**config.mk**
```make
export PLATFORM = sky130hd
export DESIGN_NAME = ex1Stage
export DESIGN_NICKNAME = d
export VERILOG_FILES = /design/src/verilog/ex1Pkg.sv /design/src/verilog/ex1Predicate.sv /design/src/verilog/ex1Agu.sv /design/src/verilog/ex1Shifter.sv /design/src/verilog/ex1Dispatch.sv /design/src/verilog/ex1Stage.sv
export SDC_FILE = /design/constraint.sdc
export NUM_CORES = 2
export LEC_CHECK = 0
export BUFFER_PORTS_ARGS = -buffer_cell sky130_fd_sc_hd__buf_2
export CAP_MARGIN = 40
export CORE_AREA = 8 8 315 317
export CTS_CLUSTER_DIAMETER = 30
export CTS_CLUSTER_SIZE = 12
export DETAILED_ROUTE_END_ITERATION = 10
export DIE_AREA = 0 0 323 325
export PLACE_DENSITY_LB_ADDON = 0.2
export SETUP_SLACK_MARGIN = 0.2
export SLEW_MARGIN = 5
export SYNTH_ARGS = -nofsm -noshare
export SYNTH_HDL_FRONTEND = slang
export SYNTH_SLANG_ARGS = --single-unit
```
**constraint.sdc**
```tcl
create_clock -name clock -period 12.1 [get_ports clock]
set_input_delay 2.42 -clock clock [delete_from_list [all_inputs] [get_ports clock]]
set_output_delay 2.42 -clock clock [all_outputs]
set_load 0.01 [all_outputs]
```
**src/verilog/ex1Pkg.sv**
```systemverilog
// shared widths, micro-op and memory encodings, register ids and trap codes for the EX1 stage
package ex1Pkg;

	// datapath and virtual address widths
	localparam int xlen = 64;
	localparam int vaWidth = 48;

	// register id covers both GPR and control-register slots
	typedef logic [5:0] gprIdT;
	// bits 7..6 condition, bits 5..0 opcode
	typedef logic [7:0] uCmdT;
	// extension byte, meaning depends on opcode
	typedef logic [7:0] uIxtT;

	// condition codes
	localparam logic [1:0] ccAl = 2'd0;
	localparam logic [1:0] ccNv = 2'd1;
	localparam logic [1:0] ccCt = 2'd2;
	localparam logic [1:0] ccCf = 2'd3;

	// opcodes
	localparam logic [5:0] opNop = 6'h00;
	localparam logic [5:0] opInvOp = 6'h01;
	localparam logic [5:0] opLea = 6'h02;
	localparam logic [5:0] opMovRm = 6'h03;
	localparam logic [5:0] opMovMr = 6'h04;
	localparam logic [5:0] opAlu3 = 6'h05;
	localparam logic [5:0] opMovIr = 6'h06;
	localparam logic [5:0] opBra = 6'h07;
	localparam logic [5:0] opBraNb = 6'h08;
	localparam logic [5:0] opBsr = 6'h09;
	localparam logic [5:0] opJmp = 6'h0A;
	localparam logic [5:0] opJsr = 6'h0B;
	localparam logic [5:0] opShad3 = 6'h0C;
	localparam logic [5:0] opIxt = 6'h0D;

	// IXT sub-ops, carried in opUIxt bits 5..0
	localparam logic [5:0] ixtNop = 6'h00;
	localparam logic [5:0] ixtClrt = 6'h01;
	localparam logic [5:0] ixtSett = 6'h02;
	localparam logic [5:0] ixtNott = 6'h03;
	localparam logic [5:0] ixtClrs = 6'h04;
	localparam logic [5:0] ixtSets = 6'h05;
	localparam logic [5:0] ixtNots = 6'h06;
	localparam logic [5:0] ixtRte = 6'h07;
	localparam logic [5:0] ixtTrapa = 6'h08;

	// memory op, {class, extend, size}
	localparam logic [4:0] memOpmReady = 5'b00000;
	localparam logic [1:0] memOpLdPfx = 2'b01;
	localparam logic [1:0] memOpStPfx = 2'b10;

	// memory status from the load/store unit
	localparam logic [1:0] memOkReady = 2'd0;
	localparam logic [1:0] memOkOk = 2'd1;
	localparam logic [1:0] memOkHold = 2'd2;

	// register ids
	localparam gprIdT gprZzr = 6'h00;
	localparam gprIdT gprLr = 6'h01;
	// control-register slots
	localparam gprIdT crPc = 6'h20;
	localparam gprIdT crZzr = 6'h3F;

	// trap codes
	localparam logic [15:0] trapRte = 16'hFF00;
	// low nibble filled from the Rm id
	localparam logic [15:0] trapaBase = 16'hC080;

	// SR bit positions
	localparam int srT = 0;
	localparam int srS = 1;
	// jumbo-address mode, widens branch targets past 32 bits
	localparam int srJq = 31;

endpackage

```
**src/verilog/ex1Predicate.sv**
```systemverilog
// predication front end of EX1, turns disabled or flushed micro-ops into NOP or BRA_NB
module ex1Predicate
	import ex1Pkg::*;
(
	input  uCmdT opUCmd,
	input  logic opBraFlush,
	input  logic srT,
	output uCmdT opUCmdOut
);

	logic opEnable;
	logic [5:0] opCode;
	logic [5:0] opSubst;
	logic [5:0] opEff;

	assign opCode = opUCmd[5:0];

	// condition field against SR.T
	always_comb begin
		case (opUCmd[7:6])
			ccAl: opEnable = 1'b1;
			ccNv: opEnable = 1'b0;
			ccCt: opEnable = srT;
			default: opEnable = !srT;
		endcase
		// flushed ops never run
		if (opBraFlush) begin
			opEnable = 1'b0;
		end
	end

	// not-taken branch still needs BRA_NB so a pre-branch can be undone
	assign opSubst = ((opCode == opBra) && !opBraFlush) ? opBraNb : opNop;
	assign opEff = opEnable ? opCode : opSubst;

	// condition already applied
	assign opUCmdOut = {ccAl, opEff};

	always_comb begin
		if (opBraFlush) begin
			assert (opUCmdOut[5:0] == opNop)
			else $error("flushed micro-op leaked as %h", opUCmdOut);
		end
	end

endmodule

```
**src/verilog/ex1Agu.sv**
```systemverilog
// EX1 address generator that ex1Stage uses for the load/store address and the PC-relative branch target
module ex1Agu
	import ex1Pkg::*;
#(
	parameter int addrWidth = vaWidth
) (
	input  logic clock,
	input  logic [xlen-1:0] regValRs,
	input  logic [xlen-1:0] regValRt,
	input  logic [xlen-1:0] regValPc,
	input  uIxtT opUIxt,
	input  logic jqMode,
	output logic [addrWidth-1:0] memAddrCalc,
	output logic [xlen-1:0] braTarget
);

	logic [xlen-1:0] idxScaled;
	logic [xlen-1:0] addrSum;
	logic [47:0] braDisp;
	logic [16:0] laneA;
	logic [16:0] laneB0;
	logic [16:0] laneB1;
	logic [16:0] laneC0;
	logic [16:0] laneC1;
	logic [15:0] laneB;
	logic [15:0] laneC;
	logic carryB;
	logic [47:0] plainSum;

	// index scaled by access size
	assign idxScaled = regValRt << opUIxt[5:4];
	assign addrSum = regValRs + idxScaled;
	assign memAddrCalc = addrSum[addrWidth-1:0];

	// displacement counts 16-bit words
	assign braDisp = {regValRt[46:0], 1'b0};

	// low lane adds directly
	assign laneA = {1'b0, regValPc[15:0]} + {1'b0, braDisp[15:0]};
	// upper lanes precompute both carry-in cases
	assign laneB0 = {1'b0, regValPc[31:16]} + {1'b0, braDisp[31:16]};
	assign laneB1 = {1'b0, regValPc[31:16]} + {1'b0, braDisp[31:16]} + 17'd1;
	assign laneC0 = {1'b0, regValPc[47:32]} + {1'b0, braDisp[47:32]};
	assign laneC1 = {1'b0, regValPc[47:32]} + {1'b0, braDisp[47:32]} + 17'd1;

	// carry select chain
	assign laneB = laneA[16] ? laneB1[15:0] : laneB0[15:0];
	assign carryB = laneA[16] ? laneB1[16] : laneB0[16];
	assign laneC = carryB ? laneC1[15:0] : laneC0[15:0];

	// pc bits 63..48 kept and bits 47..32 only move in jumbo mode
	assign braTarget = {regValPc[63:48], jqMode ? laneC : regValPc[47:32], laneB, laneA[15:0]};

	// plain adder that the lane check compares against
	assign plainSum = regValPc[47:0] + braDisp;

	// lanes match one adder and outside jumbo mode a branch stays inside its 4GB region
	assert property (@(posedge clock)
		braTarget[47:0] == (jqMode ? plainSum : {regValPc[47:32], plainSum[31:0]}))
	else $error("branch target %h wrong for pc %h", braTarget, regValPc);

endmodule

```
**src/verilog/ex1Shifter.sv**
```systemverilog
// merged 64/32-bit shifter for SHAD3, signed amount picks left or right
module ex1Shifter
	import ex1Pkg::*;
(
	input  logic [xlen-1:0] regValRs,
	input  logic [xlen-1:0] regValRt,
	input  uIxtT opUIxt,
	output logic [xlen-1:0] shiftVal
);

	logic signed [7:0] shAmt;
	logic [7:0] rightAmt;
	logic isArith;
	logic isWide;
	logic [xlen-1:0] opIn;
	logic [xlen-1:0] shRes;

	assign shAmt = regValRt[7:0];
	// magnitude of a negative amount, -128 maps to 128
	assign rightAmt = 8'(-shAmt);
	assign isArith = opUIxt[0];
	assign isWide = opUIxt[1];

	// 32-bit mode works on the extended low word
	always_comb begin
		if (isWide) begin
			opIn = regValRs;
		end else if (isArith) begin
			opIn = {{32{regValRs[31]}}, regValRs[31:0]};
		end else begin
			opIn = {32'h0, regValRs[31:0]};
		end
	end

	always_comb begin
		if (!shAmt[7]) begin
			shRes = opIn << shAmt[6:0];
		end else if (isArith) begin
			shRes = $signed(opIn) >>> rightAmt;
		end else begin
			shRes = opIn >> rightAmt;
		end
	end

	// narrow result re-extended by the same rule as the operand
	always_comb begin
		if (isWide) begin
			shiftVal = shRes;
		end else if (isArith) begin
			shiftVal = {{32{shRes[31]}}, shRes[31:0]};
		end else begin
			shiftVal = {32'h0, shRes[31:0]};
		end
	end

endmodule

```
**src/verilog/ex1Dispatch.sv**
```systemverilog
// EX1 opcode decode, picks results, memory request, branch, SR, LR and trap outputs
module ex1Dispatch
	import ex1Pkg::*;
#(
	parameter int addrWidth = vaWidth
) (
	input  uCmdT opUCmdEff,
	input  uIxtT opUIxt,
	input  gprIdT regIdRs,
	input  gprIdT regIdRm,
	input  logic [xlen-1:0] regValRs,
	input  logic [xlen-1:0] regValRt,
	input  logic [xlen-1:0] regValRm,
	input  logic [xlen-1:0] regValPc,
	input  logic [xlen-1:0] regInSr,
	input  logic [xlen-1:0] regInLr,
	input  logic opBraFlush,
	input  logic opPreBra,
	input  logic [1:0] memOk,
	input  logic [addrWidth-1:0] memAddrCalc,
	input  logic [xlen-1:0] braTarget,
	input  logic [xlen-1:0] shiftVal,
	output logic exHold,
	output logic regHeld,
	output gprIdT heldIdRn,
	output gprIdT regIdRn,
	output logic [xlen-1:0] regValRn,
	output gprIdT regIdCn,
	output logic [xlen-1:0] regValCn,
	output logic [xlen-1:0] regOutSr,
	output logic [xlen-1:0] regOutLr,
	output logic [addrWidth-1:0] memAddr,
	output logic [4:0] memOpm,
	output logic [xlen-1:0] memDataOut,
	output logic [15:0] exTrapExc
);

	logic [5:0] opCode;
	logic doOut;
	logic [xlen-1:0] outVal;
	logic doMem;
	logic [4:0] memOpmSel;
	logic doBra;
	logic [xlen-1:0] braVal;
	logic [xlen-1:0] jumpVal;

	// condition field is already resolved upstream
	assign opCode = opUCmdEff[5:0];

	// address and store data always presented, memOpm qualifies them
	assign memAddr = memAddrCalc;
	assign memDataOut = regValRm;
	assign heldIdRn = regHeld ? regIdRm : gprZzr;

	// register jump keeps pc upper bits
	always_comb begin
		jumpVal = {regValPc[63:48], regValRs[47:0]};
		// return through LR restores saved upper bits too
		if (regIdRs == gprLr) begin
			jumpVal[63:48] = regValRs[63:48];
		end
	end

	always_comb begin
		doOut = 1'b0;
		outVal = '0;
		doMem = 1'b0;
		memOpmSel = memOpmReady;
		doBra = 1'b0;
		braVal = braTarget;
		exHold = 1'b0;
		regHeld = 1'b0;
		regOutSr = regInSr;
		regOutLr = regInLr;
		exTrapExc = '0;
		regIdRn = gprZzr;
		regValRn = '0;
		regIdCn = crZzr;
		regValCn = '0;
		memOpm = memOpmReady;

		case (opCode)
			opNop: begin
				// nothing to do
			end
			// stall until something upstream sorts it out
			opInvOp: exHold = 1'b1;
			opLea: begin
				doOut = 1'b1;
				outVal = xlen'(memAddrCalc);
			end
			opMovRm: begin
				doMem = 1'b1;
				memOpmSel = {memOpStPfx, opUIxt[2], opUIxt[5:4]};
			end
			opMovMr: begin
				doMem = 1'b1;
				memOpmSel = {memOpLdPfx, opUIxt[2], opUIxt[5:4]};
				// load data lands in a later stage
				regHeld = 1'b1;
			end
			opAlu3: regHeld = 1'b1;
			opMovIr: begin
				doOut = 1'b1;
				// constant shifted in below rs
				case (opUIxt[3:0])
					4'h1: outVal = {regValRs[55:0], regValRt[7:0]};
					4'h2: outVal = {regValRs[47:0], regValRt[15:0]};
					4'h3: outVal = {regValRs[31:0], regValRt[31:0]};
					default: outVal = regValRt;
				endcase
			end
			// pre-branch already taken by fetch
			opBra: doBra = !opPreBra;
			opBraNb: begin
				// undo a wrong pre-branch
				doBra = opPreBra;
				braVal = regValPc;
			end
			opBsr: begin
				regOutLr = regValPc;
				doBra = !opPreBra;
			end
			opJmp: begin
				braVal = jumpVal;
				doBra = !opPreBra;
			end
			opJsr: begin
				regOutLr = regValPc;
				braVal = jumpVal;
				doBra = 1'b1;
			end
			opShad3: begin
				doOut = 1'b1;
				outVal = shiftVal;
			end
			opIxt: begin
				case (opUIxt[5:0])
					ixtNop: begin
						// no effect
					end
					ixtClrt: regOutSr[srT] = 1'b0;
					ixtSett: regOutSr[srT] = 1'b1;
					ixtNott: regOutSr[srT] = !regInSr[srT];
					ixtClrs: regOutSr[srS] = 1'b0;
					ixtSets: regOutSr[srS] = 1'b1;
					ixtNots: regOutSr[srS] = !regInSr[srS];
					ixtRte: exTrapExc = trapRte;
					ixtTrapa: exTrapExc = {trapaBase[15:4], regIdRm[3:0]};
					default: exHold = 1'b1;
				endcase
			end
			default: exHold = 1'b1;
		endcase

		// single-cycle results go to Rm
		if (doOut) begin
			regIdRn = regIdRm;
			regValRn = outVal;
		end
		// memory back-pressure
		if (doMem) begin
			memOpm = memOpmSel;
			if (memOk == memOkHold) begin
				exHold = 1'b1;
			end
		end
		if (doBra) begin
			regIdCn = crPc;
			regValCn = braVal;
		end
		// flushed op writes nothing
		if (opBraFlush) begin
			regIdRn = gprZzr;
			regIdCn = crZzr;
		end
	end

	always_comb begin
		if (memOpm != memOpmReady) begin
			assert ((opCode == opMovRm) || (opCode == opMovMr))
			else $error("memory op %h issued by opcode %h", memOpm, opCode);
		end
	end

endmodule

```
**src/verilog/ex1Stage.sv**
```systemverilog
// EX1 pipeline stage top, ties predication, AGU, shifter and dispatch around the jumbo-mode flop
module ex1Stage
	import ex1Pkg::*;
#(
	parameter int addrWidth = vaWidth
) (
	input  logic clock,
	input  logic rst,
	input  uCmdT opUCmd,
	input  uIxtT opUIxt,
	input  gprIdT regIdRs,
	input  gprIdT regIdRm,
	input  logic [xlen-1:0] regValRs,
	input  logic [xlen-1:0] regValRt,
	input  logic [xlen-1:0] regValRm,
	input  logic [xlen-1:0] regValPc,
	input  logic [xlen-1:0] regInSr,
	input  logic [xlen-1:0] regInLr,
	input  logic opBraFlush,
	input  logic opPreBra,
	input  logic [1:0] memOk,
	output uCmdT opUCmdOut,
	output logic exHold,
	output logic regHeld,
	output gprIdT heldIdRn,
	output gprIdT regIdRn,
	output logic [xlen-1:0] regValRn,
	output gprIdT regIdCn,
	output logic [xlen-1:0] regValCn,
	output logic [xlen-1:0] regOutSr,
	output logic [xlen-1:0] regOutLr,
	output logic [addrWidth-1:0] memAddr,
	output logic [4:0] memOpm,
	output logic [xlen-1:0] memDataOut,
	output logic [15:0] exTrapExc
);

	logic jqMode;
	logic [addrWidth-1:0] memAddrCalc;
	logic [xlen-1:0] braTarget;
	logic [xlen-1:0] shiftVal;

	// SR.JQ seen one cycle late, off the AGU critical path
	always_ff @(posedge clock) begin
		if (rst) begin
			jqMode <= 1'b0;
		end else begin
			jqMode <= regInSr[srJq];
		end
	end

	ex1Predicate pred (
		.opUCmd(opUCmd),
		.opBraFlush(opBraFlush),
		.srT(regInSr[srT]),
		.opUCmdOut(opUCmdOut)
	);

	ex1Agu #(.addrWidth(addrWidth)) agu (
		.clock(clock),
		.regValRs(regValRs),
		.regValRt(regValRt),
		.regValPc(regValPc),
		.opUIxt(opUIxt),
		.jqMode(jqMode),
		.memAddrCalc(memAddrCalc),
		.braTarget(braTarget)
	);

	ex1Shifter shifter (
		.regValRs(regValRs),
		.regValRt(regValRt),
		.opUIxt(opUIxt),
		.shiftVal(shiftVal)
	);

	ex1Dispatch #(.addrWidth(addrWidth)) dispatch (
		.opUCmdEff(opUCmdOut), .opUIxt(opUIxt),
		.regIdRs(regIdRs), .regIdRm(regIdRm),
		.regValRs(regValRs), .regValRt(regValRt),
		.regValRm(regValRm), .regValPc(regValPc),
		.regInSr(regInSr), .regInLr(regInLr),
		.opBraFlush(opBraFlush), .opPreBra(opPreBra), .memOk(memOk),
		.memAddrCalc(memAddrCalc), .braTarget(braTarget), .shiftVal(shiftVal),
		.exHold(exHold), .regHeld(regHeld), .heldIdRn(heldIdRn),
		.regIdRn(regIdRn), .regValRn(regValRn),
		.regIdCn(regIdCn), .regValCn(regValCn),
		.regOutSr(regOutSr), .regOutLr(regOutLr),
		.memAddr(memAddr), .memOpm(memOpm), .memDataOut(memDataOut),
		.exTrapExc(exTrapExc)
	);

	// a flushed op must be fully inert across predication and dispatch
	assert property (@(posedge clock) disable iff (rst)
		opBraFlush |-> (regIdRn == gprZzr) && (regIdCn == crZzr) && !exHold
			&& (memOpm == memOpmReady) && (exTrapExc == 16'h0))
	else $error("flushed op still active, cmd %h", opUCmd);

endmodule

```
Yosys cells after proc, flatten, opt, wreduce, memory -nomap -nowiden:

Cells that the tools add are included.

* register bits: 1
* bits in latches: 0
* bits in writable memories: 0
* ROM bits: 0
* input bits: 418
* output and inout bits: 417
* logic and storage cells: 97
* memories kept: 0

* add/sub/neg operators: 7
* $mul: 0
* divide/modulo/power cells: 0
* order comparisons: 0
* equal/unequal tests: 28
* shift-type cells: 4
* multiplexer cells: 41
* bitwise logic cells: 0
* reductions and logical operators: 16

Operators with widths (count)
* two-way mux 64 bit: 9
* one-hot mux 64 bit (3 select lines): 2
* one-hot mux 64 bit (2 select lines): 1
* two-way mux 16 bit: 5
* << shifter 64 x 2 -> 48 bit: 1
* << shifter 64 x 7 -> 64 bit: 1
* right shift 64 x 8 -> 64 bit: 1
* >>> shifter 64 x 8 -> 64 bit: 1
* == test 6 x 3 -> 1 bit, second input constant: 9
* adder 48 bit: 1
* == test 6 x 4 -> 1 bit, second input constant: 7
* adder 16 x 16 -> 17 bit: 2
* one-hot mux 16 bit (2 select lines): 1
* == test 6 x 2 -> 1 bit, second input constant: 4
* two-way mux 6 bit: 4
* adder 17 x 1 -> 17 bit, second input constant: 1
* adder 16 x 1 -> 16 bit, second input constant: 1
* adder 16 bit: 1
* two-way mux 5 bit: 3
* == test 6 x 1 -> 1 bit, second input constant: 2
* logical NOT 6 bit: 2
* one-hot mux 1 bit (3 select lines): 4
* OR reduction 12 bit: 1
* one-hot mux 5 bit (2 select lines): 1
* 15 further kinds: 31

Logic depth before layout (Yosys ltp):

* depth after elaboration: 9
* depth in mapped cells: 23
* gate-level depth less buffers: 15

Hierarchy:

From an unflattened synthesis, not the netlist that was laid out.

* cells, all modules: 3995
* area total of the unflattened synthesis: 28501.1 um2

Modules (own cells, without submodules)
* ex1Shifter: times used 1, cells an instance 2143, area each 14958.1 um2, sequential area each 0.0 um2
* ex1Agu: times used 1, cells an instance 873, area each 6791.5 um2, sequential area each 0.0 um2
* ex1Dispatch: times used 1, cells an instance 961, area each 6603.8 um2, sequential area each 0.0 um2
* ex1Predicate: times used 1, cells an instance 16, area each 113.9 um2, sequential area each 0.0 um2
* ex1Stage: times used 1, cells an instance 2, area each 33.8 um2, sequential area each 20.0 um2

Least setup slack after synthesis:

No wires, ideal clock.

* path type: in2out
* from: input port regValRt[0]
* to: output port regValRn[45]
* data arrival time: 7720 ps
* data required time: 9680 ps
* path slack: 1960 ps
* stages: 23
* path buffers: 9
* path through: clkbuf_1 > buf_2 > buf_2 > buf_2 > buf_1 > buf_2 > buf_2 > buf_2 > buf_1 > mux2i_1 > nor2_1 > ha_1 > a21o_1 > a21oi_1 > nor2b_1 > o32a_1 > a41oi_1 > o21bai_1 > a2111oi_0 > o22a_1 > nand2_1 > xnor2_1 > a221o_1

* elaborated cells between the ends (all ways): 12
* classes of those cells: 2 x add/sub; 4 x shift; 6 x mux

RTL lines
* start: declaration: RTL line ex1Stage.sv:14 `input logic [xlen-1:0] regValRt,`
* << shifter 64 x 2 -> 48 bit: RTL line ex1Agu.sv:31 `assign idxScaled = regValRt << opUIxt[5:4];`
* adder 48 bit: RTL line ex1Agu.sv:32 `assign addrSum = regValRs + idxScaled;`
* via memAddr[45]: RTL line ex1Stage.sv:32 `output logic [addrWidth-1:0] memAddr,`
* one-hot mux 64 bit (3 select lines): RTL line ex1Dispatch.sv:82 `case (opCode)`
* two-way mux 64 bit: RTL line ex1Dispatch.sv:157 `if (doOut) begin`
* end: declaration: RTL line ex1Stage.sv:27 `output logic [xlen-1:0] regValRn,`

The timed path passes the listed nets, and every way through them passes these cells.

Final worst setup path:

* from: input port regValRt[1]
* to: output port regValRn[44]

* longest elaborated chain between the ends: 8
* elaborated cells between the ends (all ways): 12
* classes of those cells: 2 x add/sub; 4 x shift; 6 x mux

Ends and longest elaborated chain
* negation 8 bit: RTL line ex1Shifter.sv:20 `assign rightAmt = 8'(-shAmt);`
* right shift 64 x 8 -> 64 bit / >>> shifter 64 x 8 -> 64 bit (equally long branches): RTL line ex1Shifter.sv:41, ex1Shifter.sv:39
* two-way mux 64 bit: RTL line ex1Shifter.sv:38 `end else if (isArith) begin`
* two-way mux 64 bit: RTL line ex1Shifter.sv:36 `if (!shAmt[7]) begin`
* two-way mux 64 bit: RTL line ex1Shifter.sv:49 `end else if (isArith) begin`
* two-way mux 64 bit: RTL line ex1Shifter.sv:47 `if (isWide) begin`
* one-hot mux 64 bit (3 select lines) *: RTL line ex1Dispatch.sv:82
* two-way mux 64 bit *: RTL line ex1Dispatch.sv:157

Every way passes the cells marked *; elsewhere a longest branch is shown, timed or not.

==> out/summary.json <==
{
  "timing": {
    "worst_slew_pin_slew_ps": 1030,
    "final-setup-viol-count": 0,
    "hold_viol_final": 0,
    "fin_crit_sh": 0.856,
    "max_freq_ghz": 0.0966,
    "grt_setup_unrepaired": "false",
    "maxSlewViolCount": 0,
    "timing.slew.headroom": 0.314,
    "setup_tns_final_ps": 0,
    "post-route-min-period_ps": 10360
  },
  "placement": {
    "portBuffers": 576,
    "cell_area_placed_um2": 27900,
    "hpwl_mm": 136,
    "routability_cong": 1.03
  },
  "worst_setup_path": {
    "worst-endpoint-required_ps": 9680,
    "setup.worst_path.end_class": "output port",
    "crit_path_capture": "regValRn[44]",
    "cp_cell_sequence": "buf_2 -> inv_2 -> buf_4 -> ha_4 -> inv_1 -> buf_4 -> o21ai_0 -> o211ai_1 -> o32ai_1 -> a2111oi_2 -> a21oi_1 -> a211o_1 -> a32oi_4 -> buf_4 -> a21oi_1 -> a221o_1 -> buf_2",
    "crit_path_max_fanout": 28,
    "worst_setup_path_startpoint": "regValRt[1]",
    "critPathArrivalTime_ps": 7940,
    "setup.worst_path.start_class": "input port",
    "critical_path_cell_count": 17,
    "setup.worst_path.class": "input port to output port",
    "critical-path-slowest-cell": "inv_1",
    "cpLargestDelayFamily": "compound AO/OA/AOI/OAI gates",
    "cp_slowest_stage_delay_ps": 580,
    "timing.critical_path.buf_inv": 7,
    "critical_path.most_common_cell": "buf_4"
  },
  "cts": {
    "clkSlewWorstSetupHoldPaths_ps": 0,
    "post_cts_repair_resize_count": 0,
    "cts_hold_repair.buffers": 0,
    "cts_post_setup_buffers_inserted": 0
  },
  "synth": {
    "muxShareOfSynthArea": 0.238,
    "synth_area_per_cell_um2": 6.70,
    "main_combinational_cell_family_by_area_after_synthesis": "compound AO/OA/AOI/OAI gates",
    "synth_top_cell_area_share": 0.0896,
    "post_synth_num_cell_types": 87,
    "synth_compound_gate_area_share": 0.362,
    "synth_flop_cell": "dfxtp_1",
    "synthAdderAreaFrac": 0.0517,
    "synthSimpleGateAreaFrac": 0.198,
    "synthesized_netlist_cell_count": 3700,
    "syn_area_um2": 24800,
    "yosysSeqAreaShare": 0.000807,
    "synthDominantAreaCellType": "mux2i_1",
    "area_contributors_post_synth": "mux2i_1 9.0%, mux4_2 8.4%, a21oi_1 7.0%",
    "synth_enable_flop_cells": 0,
    "synth.ff_latch_count": 1,
    "synthXorXnorAreaFrac": 0.0424,
    "yosys_warnings": 0,
    "asyncSetResetFlopFracSynth": 0
  },
  "cells_and_area": {
    "synthToLayoutAreaGrowth_pct": 12.6,
    "nNetsFinal": 4414,
    "finish.utilization": 0.297,
    "layout.cell_area.non_filler_um2": 27900,
    "layout-drive-gt1-share": 0.252,
    "registers.top_by_ff_count": "jqMode",
    "max_reg_flops": 1,
    "reg.largest.list": "jqMode: 1 flops"
  },
  "floorplanning": {
    "core_area_um2": 94200,
    "floorplan.die.width_um": 323,
    "std_cell_rows": 113,
    "floorplan.initialDensity": 0.263,
    "die_h_um": 325,
    "fp.dieArea_um2": 105000,
    "io_pins": 835
  },
  "min_path": {
    "timing.hold.worst.class": "input port to flip-flop"
  },
  "routing": {
    "drt.antenna.violating_nets": 0,
    "drt_drc_violations_left": 0,
    "drt_wl_total_mm": 169,
    "drt_pass1_iterations": 7,
    "wl_per_cell_um": 32.8,
    "drtIter0Drc": 4249,
    "vias": 32900,
    "viasPerCell": 6.37
  },
  "global_routing": {
    "grt_pass1_wl_mm": 236,
    "grtUsageTotal": 0.301,
    "initial_antenna_violation_count": 18,
    "grt_overflow": 0,
    "grt_start_max_net_pins": 142,
    "first_global_vias": 31300
  },
  "status": {
    "run_status": "finished, final reports clean"
  },
  "run": {
    "cap_violations": 0
  }
}
-- synthesized netlist by cell type (all sizes together), types with 10 or more instances --
master,n
a211o,15
a211oi,104
a21boi,14
a21o,56
a21oi,347
a221o,21
a221oi,36
a22oi,53
a311oi,38
a31oi,46
and2,33
and3,20
buf,250
clkbuf,244
ha,96
inv,49
mux2,141
mux2i,222
mux4,93
nand2,434
nand2b,47
nand3,71
nand4,15
nor2,304
nor2b,25
nor3,60
nor4,20
o2111ai,10
o211ai,42
o21a,20
o21ai,301
o21bai,20
o221ai,40
o22a,21
o22ai,110
o31ai,13
o32ai,10
or2,16
or3,20
xnor2,80
xor2,40
-- kinds of logic after synthesis --
family                   after synthesis
AO/OA/AOI/OAI                       1380
flip-flops                             1
AND/OR/NAND/NOR                     1096
adder cells (fa/ha/maj)              100
XOR/XNOR                             120
other                                  2
buffers and inverters                545
multiplexers                         456
-- how the worst min path moves through the flow --
stage	from	end	slack, ps	depth (start not counted)
after global routing	rst	jqMode	2620	2
after detailed placement	rst	jqMode	2620	2
after CTS	rst	jqMode	2620	2
final	rst	jqMode	2610	2
after floorplan	rst	jqMode	2490	1
after global placement	rst	jqMode	2620	2
-- stage by stage --
step                setup WS (ps)  hold WS (ps)  cells
global placement             1960          2620   5151
detailed placement           1980          2620   5158
finish                       1740          2610   5163
global route                 1690          2620   5159
floorplan                    1960          2490   3704
CTS                          1970          2620   5158
-- routing by layer --
metal,up-vias,global-route usage,wire length [um]
met5,-,0,124
met4,18,0.115,8310
met3,407,0.0646,16600
met2,1985,0.488,77100
met1,16200,0.387,67200
li1,14300,-,-
-- placed cells by master, fill, tap and decap left out, types with 44 or more instances in the layout --
| cell | netlist | layout |
|---|---|---|
| mux2_2 | 141 | 141 |
| ha_1 | 96 | 95 |
| buf_4 | 143 | 98 |
| inv_1 | 45 | 45 |
| o22ai_1 | 110 | 110 |
| a31oi_1 | 46 | 44 |
| a21o_1 | 56 | 56 |
| mux4_2 | 93 | 93 |
| a21oi_1 | 345 | 342 |
| xnor2_1 | 80 | 75 |
| a211oi_1 | 104 | 104 |
| o21ai_0 | 295 | 295 |
| nand2_1 | 434 | 434 |
| nand2b_1 | 47 | 47 |
| nand3_1 | 71 | 71 |
| nor2_1 | 304 | 301 |
| mux2i_1 | 222 | 222 |
| a22oi_1 | 53 | 53 |
| nor3_1 | 57 | 53 |
| buf_2 | 32 | 576 |
-- layout make-up --
class                      count  area [um2]
tap                         1265        1580
sequential                     1        20.0
timing repair buffer         684        3770
fill                       10800       66200
multi-input combinational   3158       22400
antenna                        4        10.0
inverter                      51         191
